[src/MicrorocPkg.sv]
package MicrorocPkg;

	//////////////////////////////////////////////////
	// Register image geometry
	//////////////////////////////////////////////////

	localparam int unsigned WordWidth         = 16;  // FIFO word and shifter word
	localparam int unsigned SlowControlLength = 592; // Full slow-control image in bits
	localparam int unsigned ReadScopeLength   = 64;  // One mask bit per channel

	// Word counts per image, rounded up to whole FIFO words
	localparam int unsigned SlowControlWords =
		(SlowControlLength + WordWidth - 1) / WordWidth; // 37 words
	localparam int unsigned ReadScopeWords =
		(ReadScopeLength + WordWidth - 1) / WordWidth;   // 4 words

endpackage

[src/MicrorocConfigTop.sv]
`timescale 1ns/100ps

module MicrorocConfigTop
	import MicrorocPkg::*;
#(
	parameter int FifoDepth = 64 // Must hold a full slow-control image
)
(
	input  logic         Clk,
	input  logic         reset_n,
	input  logic         SlowClock,
	input  logic         SlowControlOrReadScopeSelect,
	input  logic         ParameterLoadStart,
	input  logic [1:0]   DataoutChannelSelect,
	input  logic [1:0]   TransmitOnChannelSelect,
	input  logic         ChipSatbEnable,
	input  logic         StartReadoutChannelSelect,
	input  logic         EndReadoutChannelSelect,
	input  logic [1:0]   NC,
	input  logic [1:0]   InternalRazSignalLength,
	input  logic         CkMux,
	input  logic         LvdsReceiverPPEnable,
	input  logic         ExternalRazSignalEnable,
	input  logic         InternalRazSignalEnable,
	input  logic         ExternalTriggerEnable,
	input  logic         TriggerNor64OrDirectSelect,
	input  logic         TriggerOutputEnable,
	input  logic [2:0]   TriggerToWriteSelect,
	input  logic [9:0]   Dac2Vth,
	input  logic [9:0]   Dac1Vth,
	input  logic [9:0]   Dac0Vth,
	input  logic         DacEnable,
	input  logic         DacPPEnable,
	input  logic         BandGapEnable,
	input  logic         BandGapPPEnable,
	input  logic [7:0]   ChipID,
	input  logic [191:0] ChannelDiscriminatorMask,
	input  logic         LatchedOrDirectOutput,
	input  logic         Discriminator1PPEnable,
	input  logic         Discriminator2PPEnable,
	input  logic         Discriminator0PPEnable,
	input  logic         OTAqPPEnable,
	input  logic         OTAqEnable,
	input  logic         Dac4bitPPEnable,
	input  logic [255:0] ChannelAdjust,
	input  logic [1:0]   HighGainShaperFeedbackSelect,
	input  logic         ShaperOutLowGainOrHighGain,
	input  logic         WidlarPPEnable,
	input  logic [1:0]   LowGainShaperFeedbackSelect,
	input  logic         LowGainShaperPPEnable,
	input  logic         HighGainShaperPPEnable,
	input  logic         GainBoostEnable,
	input  logic         PreAmplifierPPEnable,
	input  logic [63:0]  CTestChannel,
	input  logic [63:0]  ReadScopeChannel,
	output logic         SerialData,   // To chip serial input
	output logic         SerialStrobe, // One pulse per bit
	output logic         ConfigDone,
	output logic         Busy
);

	logic                 FifoWriteEn;
	logic [WordWidth-1:0] FifoWriteData;
	logic                 FifoReadEn;
	logic [WordWidth-1:0] FifoReadData;
	logic                 FifoEmpty;
	logic                 ParameterDone;
	logic                 GeneratorBusy;
	logic                 ShifterBusy;

	//////////////////////////////////////////////////
	// Generator to FIFO to shifter chain
	//////////////////////////////////////////////////

	ParameterGenerator Generator (.*); // Field ports share names with the top

	ParameterFifo #(
		.FifoDepth (FifoDepth)
	) Fifo (
		.Clk       (Clk),
		.reset_n   (reset_n),
		.WriteEn   (FifoWriteEn),
		.WriteData (FifoWriteData),
		.ReadEn    (FifoReadEn),
		.ReadData  (FifoReadData),
		.Empty     (FifoEmpty),
		.Full      ()             // Depth covers the largest image
	);

	SerialShifter Shifter (.*);

	assign Busy = GeneratorBusy || ShifterBusy; // Accepted start until ConfigDone

endmodule

[src/ParameterFifo.sv]
`timescale 1ns/100ps

module ParameterFifo
	import MicrorocPkg::*;
#(
	parameter int FifoDepth = 64
)
(
	input  logic                 Clk,
	input  logic                 reset_n,
	input  logic                 WriteEn,
	input  logic [WordWidth-1:0] WriteData,
	input  logic                 ReadEn,
	output logic [WordWidth-1:0] ReadData,
	output logic                 Empty,
	output logic                 Full
);

	localparam int PtrWidth   = $clog2(FifoDepth);
	localparam int CountWidth = $clog2(FifoDepth + 1);
	localparam logic [PtrWidth-1:0]   LastPtr   = PtrWidth'(FifoDepth - 1);
	localparam logic [CountWidth-1:0] FullCount = CountWidth'(FifoDepth);

	logic [WordWidth-1:0]  Memory [FifoDepth];
	logic [PtrWidth-1:0]   WritePtr;
	logic [PtrWidth-1:0]   ReadPtr;
	logic [CountWidth-1:0] Count;    // Occupancy
	logic                  DoWrite;
	logic                  DoRead;

	assign DoWrite  = WriteEn && !Full;  // Overflow dropped
	assign DoRead   = ReadEn && !Empty;  // Underflow ignored
	assign Empty    = (Count == '0);
	assign Full     = (Count == FullCount);
	assign ReadData = Memory[ReadPtr];   // Head word falls through

	always_ff @(posedge Clk) begin
		if (DoWrite)
			Memory[WritePtr] <= WriteData;
	end

	always_ff @(posedge Clk or negedge reset_n) begin
		if (!reset_n) begin
			WritePtr <= '0;
			ReadPtr  <= '0;
			Count    <= '0;
		end else begin
			if (DoWrite)
				WritePtr <= (WritePtr == LastPtr) ? '0 : WritePtr + 1'b1; // Wrap for any depth
			if (DoRead)
				ReadPtr <= (ReadPtr == LastPtr) ? '0 : ReadPtr + 1'b1;
			if (DoWrite && !DoRead)
				Count <= Count + 1'b1;
			else if (DoRead && !DoWrite)
				Count <= Count - 1'b1;
		end
	end

endmodule

[src/ParameterGenerator.sv]
`timescale 1ns/100ps

module ParameterGenerator
	import MicrorocPkg::*;
(
	input  logic                 Clk,
	input  logic                 reset_n,
	input  logic                 SlowControlOrReadScopeSelect, // High picks read scope
	input  logic                 ParameterLoadStart,
	input  logic                 ShifterBusy,
	// Slow-control fields from the image MSB down
	input  logic [1:0]           DataoutChannelSelect,
	input  logic [1:0]           TransmitOnChannelSelect,
	input  logic                 ChipSatbEnable,
	input  logic                 StartReadoutChannelSelect,
	input  logic                 EndReadoutChannelSelect,
	input  logic [1:0]           NC,                        // Unused bits inside the chip
	input  logic [1:0]           InternalRazSignalLength,   // 75ns up to 1us
	input  logic                 CkMux,                     // Bypass power-on digital
	input  logic                 LvdsReceiverPPEnable,
	input  logic                 ExternalRazSignalEnable,
	input  logic                 InternalRazSignalEnable,
	input  logic                 ExternalTriggerEnable,
	input  logic                 TriggerNor64OrDirectSelect,
	input  logic                 TriggerOutputEnable,
	input  logic [2:0]           TriggerToWriteSelect,
	input  logic [9:0]           Dac2Vth,
	input  logic [9:0]           Dac1Vth,
	input  logic [9:0]           Dac0Vth,
	input  logic                 DacEnable,
	input  logic                 DacPPEnable,
	input  logic                 BandGapEnable,
	input  logic                 BandGapPPEnable,
	input  logic [7:0]           ChipID,
	input  logic [191:0]         ChannelDiscriminatorMask,  // Three bits per channel
	input  logic                 LatchedOrDirectOutput,
	input  logic                 Discriminator1PPEnable,
	input  logic                 Discriminator2PPEnable,
	input  logic                 Discriminator0PPEnable,
	input  logic                 OTAqPPEnable,
	input  logic                 OTAqEnable,
	input  logic                 Dac4bitPPEnable,
	input  logic [255:0]         ChannelAdjust,             // Four bits per channel
	input  logic [1:0]           HighGainShaperFeedbackSelect,
	input  logic                 ShaperOutLowGainOrHighGain,
	input  logic                 WidlarPPEnable,
	input  logic [1:0]           LowGainShaperFeedbackSelect,
	input  logic                 LowGainShaperPPEnable,
	input  logic                 HighGainShaperPPEnable,
	input  logic                 GainBoostEnable,
	input  logic                 PreAmplifierPPEnable,
	input  logic [63:0]          CTestChannel,              // Test capacitor per channel
	input  logic [63:0]          ReadScopeChannel,
	output logic                 FifoWriteEn,
	output logic [WordWidth-1:0] FifoWriteData,
	output logic                 ParameterDone,
	output logic                 GeneratorBusy
);

	localparam logic [2:0] GenIdle    = 3'd0;
	localparam logic [2:0] GenRsWrite = 3'd1; // Read-scope loop
	localparam logic [2:0] GenRsShift = 3'd2;
	localparam logic [2:0] GenScWrite = 3'd3; // Slow-control loop
	localparam logic [2:0] GenScShift = 3'd4;
	localparam logic [2:0] GenEnd     = 3'd5;

	localparam logic [5:0] ScLastWord = 6'(SlowControlWords - 1);
	localparam logic [5:0] RsLastWord = 6'(ReadScopeWords - 1);

	logic [SlowControlLength-1:0] SlowControlImage;
	logic [SlowControlLength-1:0] SlowControlShift;
	logic [ReadScopeLength-1:0]   ReadScopeShift;
	logic [5:0]                   WordCount;
	logic [2:0]                   CurrentState;
	logic [2:0]                   NextState;
	logic                         StartAccepted;

	//////////////////////////////////////////////////
	// Slow-control image in chip bit order
	//////////////////////////////////////////////////

	assign SlowControlImage = {
		DataoutChannelSelect, TransmitOnChannelSelect, ChipSatbEnable,   // Output enables
		StartReadoutChannelSelect, EndReadoutChannelSelect, NC,
		InternalRazSignalLength, CkMux, LvdsReceiverPPEnable,
		ExternalRazSignalEnable, InternalRazSignalEnable,                 // Trigger cell
		ExternalTriggerEnable, TriggerNor64OrDirectSelect,
		TriggerOutputEnable, TriggerToWriteSelect,
		Dac2Vth, Dac1Vth, Dac0Vth,                                        // Triple DAC
		DacEnable, DacPPEnable, BandGapEnable, BandGapPPEnable,
		ChipID,
		ChannelDiscriminatorMask,
		LatchedOrDirectOutput, Discriminator1PPEnable,                    // Bias block
		Discriminator2PPEnable, Discriminator0PPEnable,
		OTAqPPEnable, OTAqEnable, Dac4bitPPEnable,
		ChannelAdjust,
		HighGainShaperFeedbackSelect, ShaperOutLowGainOrHighGain,         // Shapers
		WidlarPPEnable, LowGainShaperFeedbackSelect,
		LowGainShaperPPEnable, HighGainShaperPPEnable,
		GainBoostEnable, PreAmplifierPPEnable,
		CTestChannel                                                      // Lands in LSBs
	};

	//////////////////////////////////////////////////
	// Load FSM
	//////////////////////////////////////////////////

	assign StartAccepted = ParameterLoadStart && !ShifterBusy; // Busy starts are dropped
	assign GeneratorBusy = (CurrentState != GenIdle);

	always_ff @(posedge Clk or negedge reset_n) begin
		if (!reset_n)
			CurrentState <= GenIdle;
		else
			CurrentState <= NextState;
	end

	always_comb begin
		NextState = CurrentState;
		case (CurrentState)
			GenIdle: begin
				if (StartAccepted)
					NextState = SlowControlOrReadScopeSelect ? GenRsWrite : GenScWrite;
			end
			GenRsWrite: NextState = GenRsShift;
			GenRsShift: NextState = (WordCount == RsLastWord) ? GenEnd : GenRsWrite;
			GenScWrite: NextState = GenScShift;
			GenScShift: NextState = (WordCount == ScLastWord) ? GenEnd : GenScWrite;
			GenEnd:     NextState = GenIdle;
			default:    NextState = GenIdle;
		endcase
	end

	// Strobes and word counter
	always_ff @(posedge Clk or negedge reset_n) begin
		if (!reset_n) begin
			FifoWriteEn   <= 1'b0;
			ParameterDone <= 1'b0;
			WordCount     <= 6'd0;
		end else begin
			FifoWriteEn   <= 1'b0; // Single-cycle strobes
			ParameterDone <= 1'b0;
			case (CurrentState)
				GenIdle:    WordCount <= 6'd0;
				GenRsWrite: FifoWriteEn <= 1'b1;
				GenScWrite: FifoWriteEn <= 1'b1;
				GenRsShift: WordCount <= WordCount + 6'd1;
				GenScShift: WordCount <= WordCount + 6'd1;
				GenEnd:     ParameterDone <= 1'b1; // Every word now sits in the FIFO
				default:    WordCount <= 6'd0;
			endcase
		end
	end

	// Image shift registers and write word
	always_ff @(posedge Clk) begin
		case (CurrentState)
			GenIdle: begin
				SlowControlShift <= SlowControlImage; // Track fields while idle
				ReadScopeShift   <= ReadScopeChannel;
			end
			GenRsWrite: FifoWriteData <= ReadScopeShift[ReadScopeLength-1 -: WordWidth];
			GenRsShift: ReadScopeShift <= ReadScopeShift << WordWidth;
			GenScWrite: FifoWriteData <= SlowControlShift[SlowControlLength-1 -: WordWidth];
			GenScShift: SlowControlShift <= SlowControlShift << WordWidth;
		endcase
	end

endmodule

[src/SerialShifter.sv]
`timescale 1ns/100ps

module SerialShifter
	import MicrorocPkg::*;
(
	input  logic                 Clk,
	input  logic                 reset_n,
	input  logic                 SlowClock,     // Chip slow clock, Clk-domain sampled
	input  logic                 ParameterDone,
	input  logic [WordWidth-1:0] FifoReadData,
	input  logic                 FifoEmpty,
	output logic                 FifoReadEn,
	output logic                 SerialData,
	output logic                 SerialStrobe,
	output logic                 ConfigDone,
	output logic                 ShifterBusy
);

	localparam int BitWidth = $clog2(WordWidth);
	localparam logic [BitWidth-1:0] LastBit = BitWidth'(WordWidth - 1);

	localparam logic [1:0] ShIdle   = 2'd0;
	localparam logic [1:0] ShShift  = 2'd1;
	localparam logic [1:0] ShFinish = 2'd2;

	logic [1:0]           SlowSync;  // Two-stage sampler
	logic                 SlowPrev;
	logic                 SlowTick;
	logic [1:0]           State;
	logic [WordWidth-1:0] ShiftReg;
	logic [BitWidth-1:0]  BitCount;
	logic                 WordEnd;

	//////////////////////////////////////////////////
	// Slow clock edge detect
	//////////////////////////////////////////////////

	always_ff @(posedge Clk or negedge reset_n) begin
		if (!reset_n) begin
			SlowSync <= 2'b00;
			SlowPrev <= 1'b0;
		end else begin
			SlowSync <= {SlowSync[0], SlowClock};
			SlowPrev <= SlowSync[1];
		end
	end

	assign SlowTick    = SlowSync[1] && !SlowPrev; // Rising edge
	assign WordEnd     = (BitCount == LastBit);
	assign ShifterBusy = (State != ShIdle) || ParameterDone; // No gap after generator

	//////////////////////////////////////////////////
	// Shift FSM
	//////////////////////////////////////////////////

	always_ff @(posedge Clk or negedge reset_n) begin
		if (!reset_n) begin
			State        <= ShIdle;
			BitCount     <= '0;
			FifoReadEn   <= 1'b0;
			SerialData   <= 1'b0;
			SerialStrobe <= 1'b0;
			ConfigDone   <= 1'b0;
		end else begin
			FifoReadEn   <= 1'b0;
			SerialStrobe <= 1'b0;
			ConfigDone   <= 1'b0;
			case (State)
				ShIdle: begin
					if (ParameterDone) begin
						BitCount <= '0;
						if (FifoEmpty)
							State <= ShFinish; // Nothing queued
						else begin
							FifoReadEn <= 1'b1; // Pop first word
							State      <= ShShift;
						end
					end
				end
				ShShift: begin
					if (SlowTick) begin
						SerialData   <= ShiftReg[WordWidth-1]; // MSB first
						SerialStrobe <= 1'b1;
						BitCount     <= BitCount + 1'b1;      // Wraps at word end
						if (WordEnd) begin
							if (FifoEmpty)
								State <= ShFinish;
							else
								FifoReadEn <= 1'b1;
						end
					end
				end
				ShFinish: begin
					ConfigDone <= 1'b1; // One cycle after last strobe
					State      <= ShIdle;
				end
				default: State <= ShIdle;
			endcase
		end
	end

	// Word register, loaded alongside each pop
	always_ff @(posedge Clk) begin
		if (State == ShIdle && ParameterDone)
			ShiftReg <= FifoReadData;
		else if (State == ShShift && SlowTick)
			ShiftReg <= WordEnd ? FifoReadData : (ShiftReg << 1);
	end

endmodule

[config.mk]
export PLATFORM = sky130hd
export DESIGN_NAME = MicrorocConfigTop
export DESIGN_NICKNAME = d
export VERILOG_FILES = /design/src/MicrorocPkg.sv /design/src/MicrorocConfigTop.sv /design/src/ParameterFifo.sv /design/src/ParameterGenerator.sv /design/src/SerialShifter.sv
export SDC_FILE = /design/constraint.sdc
export NUM_CORES = 2
export LEC_CHECK = 0
export ABC_AREA = 1
export BUFFER_PORTS_ARGS = -buffer_cell sky130_fd_sc_hd__buf_2
export CORE_ASPECT_RATIO = 1.4
export CORE_UTILIZATION = 35
export DETAILED_ROUTE_END_ITERATION = 6
export PLACE_DENSITY = 0.5
export SKIP_CTS_REPAIR_TIMING = 1
export SLEW_MARGIN = 20
export SYNTH_ARGS = -nofsm -noshare
export SYNTH_HDL_FRONTEND = slang
export SYNTH_SLANG_ARGS = --single-unit
[constraint.sdc]
create_clock -name Clk -period 45.9 [get_ports Clk]
set_input_delay 2.295 -clock Clk [delete_from_list [all_inputs] [get_ports Clk]]
set_output_delay 2.295 -clock Clk [all_outputs]
set_load 0.01 [all_outputs]
==> flow_metrics.py <==
metrics = {
    "pwr": {
        "p_leak_nw": 35.5,
        "power.total_mw": 4.41,
        "cellPowerDensity_mw_per_mm2": 51.3,
        "ir_drop_uv": 41.6,
    },
    "floorplanning": {
        "io_pins": 665,
        "dieHeight_um": 546,
        "fp-row-count": 199,
        "die_x_um": 390,
        "fp.dieArea_mm2": 0.213,
        "core-area_mm2": 0.210,
        "initial_core_util_pct": 35.2,
    },
    "synth": {
        "synth_edf_count": 1712,
        "yosys.area.top_type": "edfxtp_1",
        "synth_area_mm2": 0.0739,
        "ys_async_sr_fraction_pct": 2.45,
        "netlist_instances": 6888,
        "ys_seq_area_share_pct": 71.0,
        "synth_cell_types": 39,
        "yosys_warnings": 0,
        "synthFlopType": "edfxtp_1",
        "syn_avg_cell_area_um2": 10.7,
        "synth.area.top_cells": "edfxtp_1, nand2_1, nand3_1, nor2_1, inv_1",
        "syn-num-nets": 7562,
        "netlist.area_leader.share_pct": 69.6,
        "ys_ff_latch": 1755,
    },
    "cells_and_area": {
        "most-common-layout-cells": "nand2_1, edfxtp_1, buf_2",
        "final_util_pct": 41.0,
        "nNetsFinal": 8193,
        "areaGrowthSynthToFinish_pct": 16.4,
        "final_common_cell": "nand2_1",
        "stdcell_count": 10500,
        "drive_gt1_share_pct": 14.8,
    },
    "placement": {
        "dp_cells": 10100,
        "port_buffers": 664,
        "place_congestion": 0.833,
        "hpwl_um": 131000,
    },
    "clocking": {
        "insertion_delay_ps": 840,
        "path_clk_slew_ps": 60,
        "cts_made_buffers": 188,
        "root_buffer": "clkbuf_16",
        "cts_tree": "built",
        "clock_path_buffers": 4,
        "clock-sinks": 1755,
        "h-tree-depth": 4,
    },
    "timing": {
        "finalMaxSlewViolations": 0,
        "rsz0062_at_grt": "false",
        "setup_violations": 0,
        "tightest_slew_ps": 1130,
        "finalClockSkew_ps": 77.2,
        "maxSlewHeadroom_pct": 24.8,
        "max_freq_mhz": 210,
        "timing.final.crit_share_pct": 10.4,
        "holdWs_ps": 360,
        "hold_viol_final": 0,
        "fin_tns_setup_ps": 0,
        "period_minus_slack_ps": 4770,
    },
    "detailed_routing": {
        "dr.pass1.iters": 5,
        "drt_wl_total_um": 213000,
        "vias": 49800,
        "drt_iter0_drc": 3525,
        "vias_per_cell": 4.73,
        "wl_per_cell_um": 20.2,
        "route.detailed.drc": 0,
        "final_antenna_net_count": 0,
    },
    "grt": {
        "grt_max_degree": 231,
        "grt_antenna_before_repair": 100,
        "grt_overflow": 0,
        "grt_pass1_vias": 49100,
        "grt_pass1_wl_um": 314000,
        "grt_usage_pct": 19.6,
    },
    "critical_path": {
        "crit_arrival_ps": 2480,
        "critical_path_class": "flip-flop to primary output",
        "critPathMaxStageDelay_ps": 460,
        "crit_required_ps": 43600,
        "crit_slowest_cell": "dfrtp_1",
        "worst_r2r_startpoint": "Generator.CurrentState[1]",
        "crit_fanout": 13,
        "endpoint_kind": "primary output",
        "startpoint": "Generator.CurrentState[1]",
        "setup.worst_path.start_class": "flip-flop",
        "cp_cell_sequence": "nor2_4 -> inv_1 -> nor2_1 -> nand2_1 -> buf_2",
    },
    "hold_path": {
        "hold_class": "flip-flop to flip-flop",
        "hp-start": "Shifter.SlowSync[0]",
    },
    "run_status": {
        "status": "complete, no violations",
    },
    "run": {
        "drv_cap": 0,
    },
}
[metrics by stage]
step / setup WS, ps / cell area (um^2)
6_report: 41130 / 86000
5_1_grt: 40940 / 86000
4_1_cts: 41000 / 85900
3_5_place_dp: 41380 / 80000
3_3_place_gp: 41490 / 80000
2_1_floorplan: 15920 / 73900
[where the power goes]
part / switching, mW / leakage, nW / internal [mW]
logic: 0.576 / 15.8 / 0.199
registers: 0.0779 / 16.8 / 2.08
clock network: 0.633 / 2.85 / 0.853
total: 1.29 / 35.5 / 3.13
[worst max-delay path: cells and delay by family (launching register included)]
family	cells	cell delay, ps
buffers and inverters	2	330
flip-flops	1	460
AND/OR/NAND/NOR	3	860
[final timing paths]
path,end,slack [ps],cells past startpoint
setup / recovery,Busy,41130,5
hold / removal,Shifter.SlowSync[1],360,0
setup reg to reg,Generator.SlowControlShift[2],41420,8
hold reg to reg,Shifter.SlowSync[1],360,0
max in group asynchronous,Fifo.ReadPtr[0],43810,2
min in group asynchronous,Shifter.FifoReadEn,1580,2
[layout make-up]
cell class,instances,area (um^2)
sequential,1755,52500
antenna,50,125
tap,2814,3520
inverter,351,1350
clock inverter,100,941
fill,20300,124000
clock buffer,233,4910
timing repair buffer,796,4360
multi-input combinational,4427,18300
[routing by layer]
layer / wire length, um / share of wire (%) / vias to the layer above / global-route usage (%)
met1: 83500 / 39 / 23900 / 23.1
li1: - / - / 24100 / -
met4: 7930 / 3.7 / 78 / 7.25
met5: 503 / 0.24 / - / 0
met3: 11500 / 5.4 / 442 / 3.81
met2: 110000 / 51 / 1322 / 34.9
[sequential cells by signal (all words and copies together) (netlist names)]
| name | count |
|---|---|
| Fifo.Count | 7 |
| Fifo.Memory | 1024 |
| Fifo.ReadPtr | 6 |
| Fifo.WritePtr | 6 |
| Generator.CurrentState | 3 |
| Generator.FifoWriteData | 16 |
| Generator.FifoWriteEn | 1 |
| Generator.ParameterDone | 1 |
| Generator.ReadScopeShift | 64 |
| Generator.SlowControlShift | 592 |
| Generator.WordCount | 6 |
| Shifter.BitCount | 4 |
| Shifter.ConfigDone | 1 |
| Shifter.FifoReadEn | 1 |
| Shifter.SerialData | 1 |
| Shifter.SerialStrobe | 1 |
| Shifter.ShiftReg | 16 |
| Shifter.SlowPrev | 1 |
| Shifter.SlowSync | 2 |
| Shifter.State | 2 |
[kinds of logic after synthesis]
group / share of synthesized area [%]
AND/OR/NAND/NOR: 21.8
flip-flops: 71.0
buffers and inverters: 4.27
AO/OA/AOI/OAI: 1.64
multiplexers: 0.975
adder cells (fa/ha/maj): 0.230
XOR/XNOR: 0.0948
[Yosys cell counts (2+ instances only)]
library cell,instances
or2_2,10
a21oi_1,45
clkbuf_1,93
buf_8,2
buf_6,20
nor3_1,3
and3_1,6
xnor2_1,2
dfrtp_1,43
nor2_1,536
nand3_1,458
mux2_2,64
o21ai_0,166
edfxtp_1,1712
o211ai_1,8
buf_1,21
inv_2,2
buf_4,18
nand3b_1,2
buf_2,200
inv_1,344
xor2_1,6
clkinv_1,4
o21ai_1,7
ha_1,12
o22ai_1,3
nand2_1,3078
nand4_1,12
Note: power is estimated with default switching activity, not from simulation.
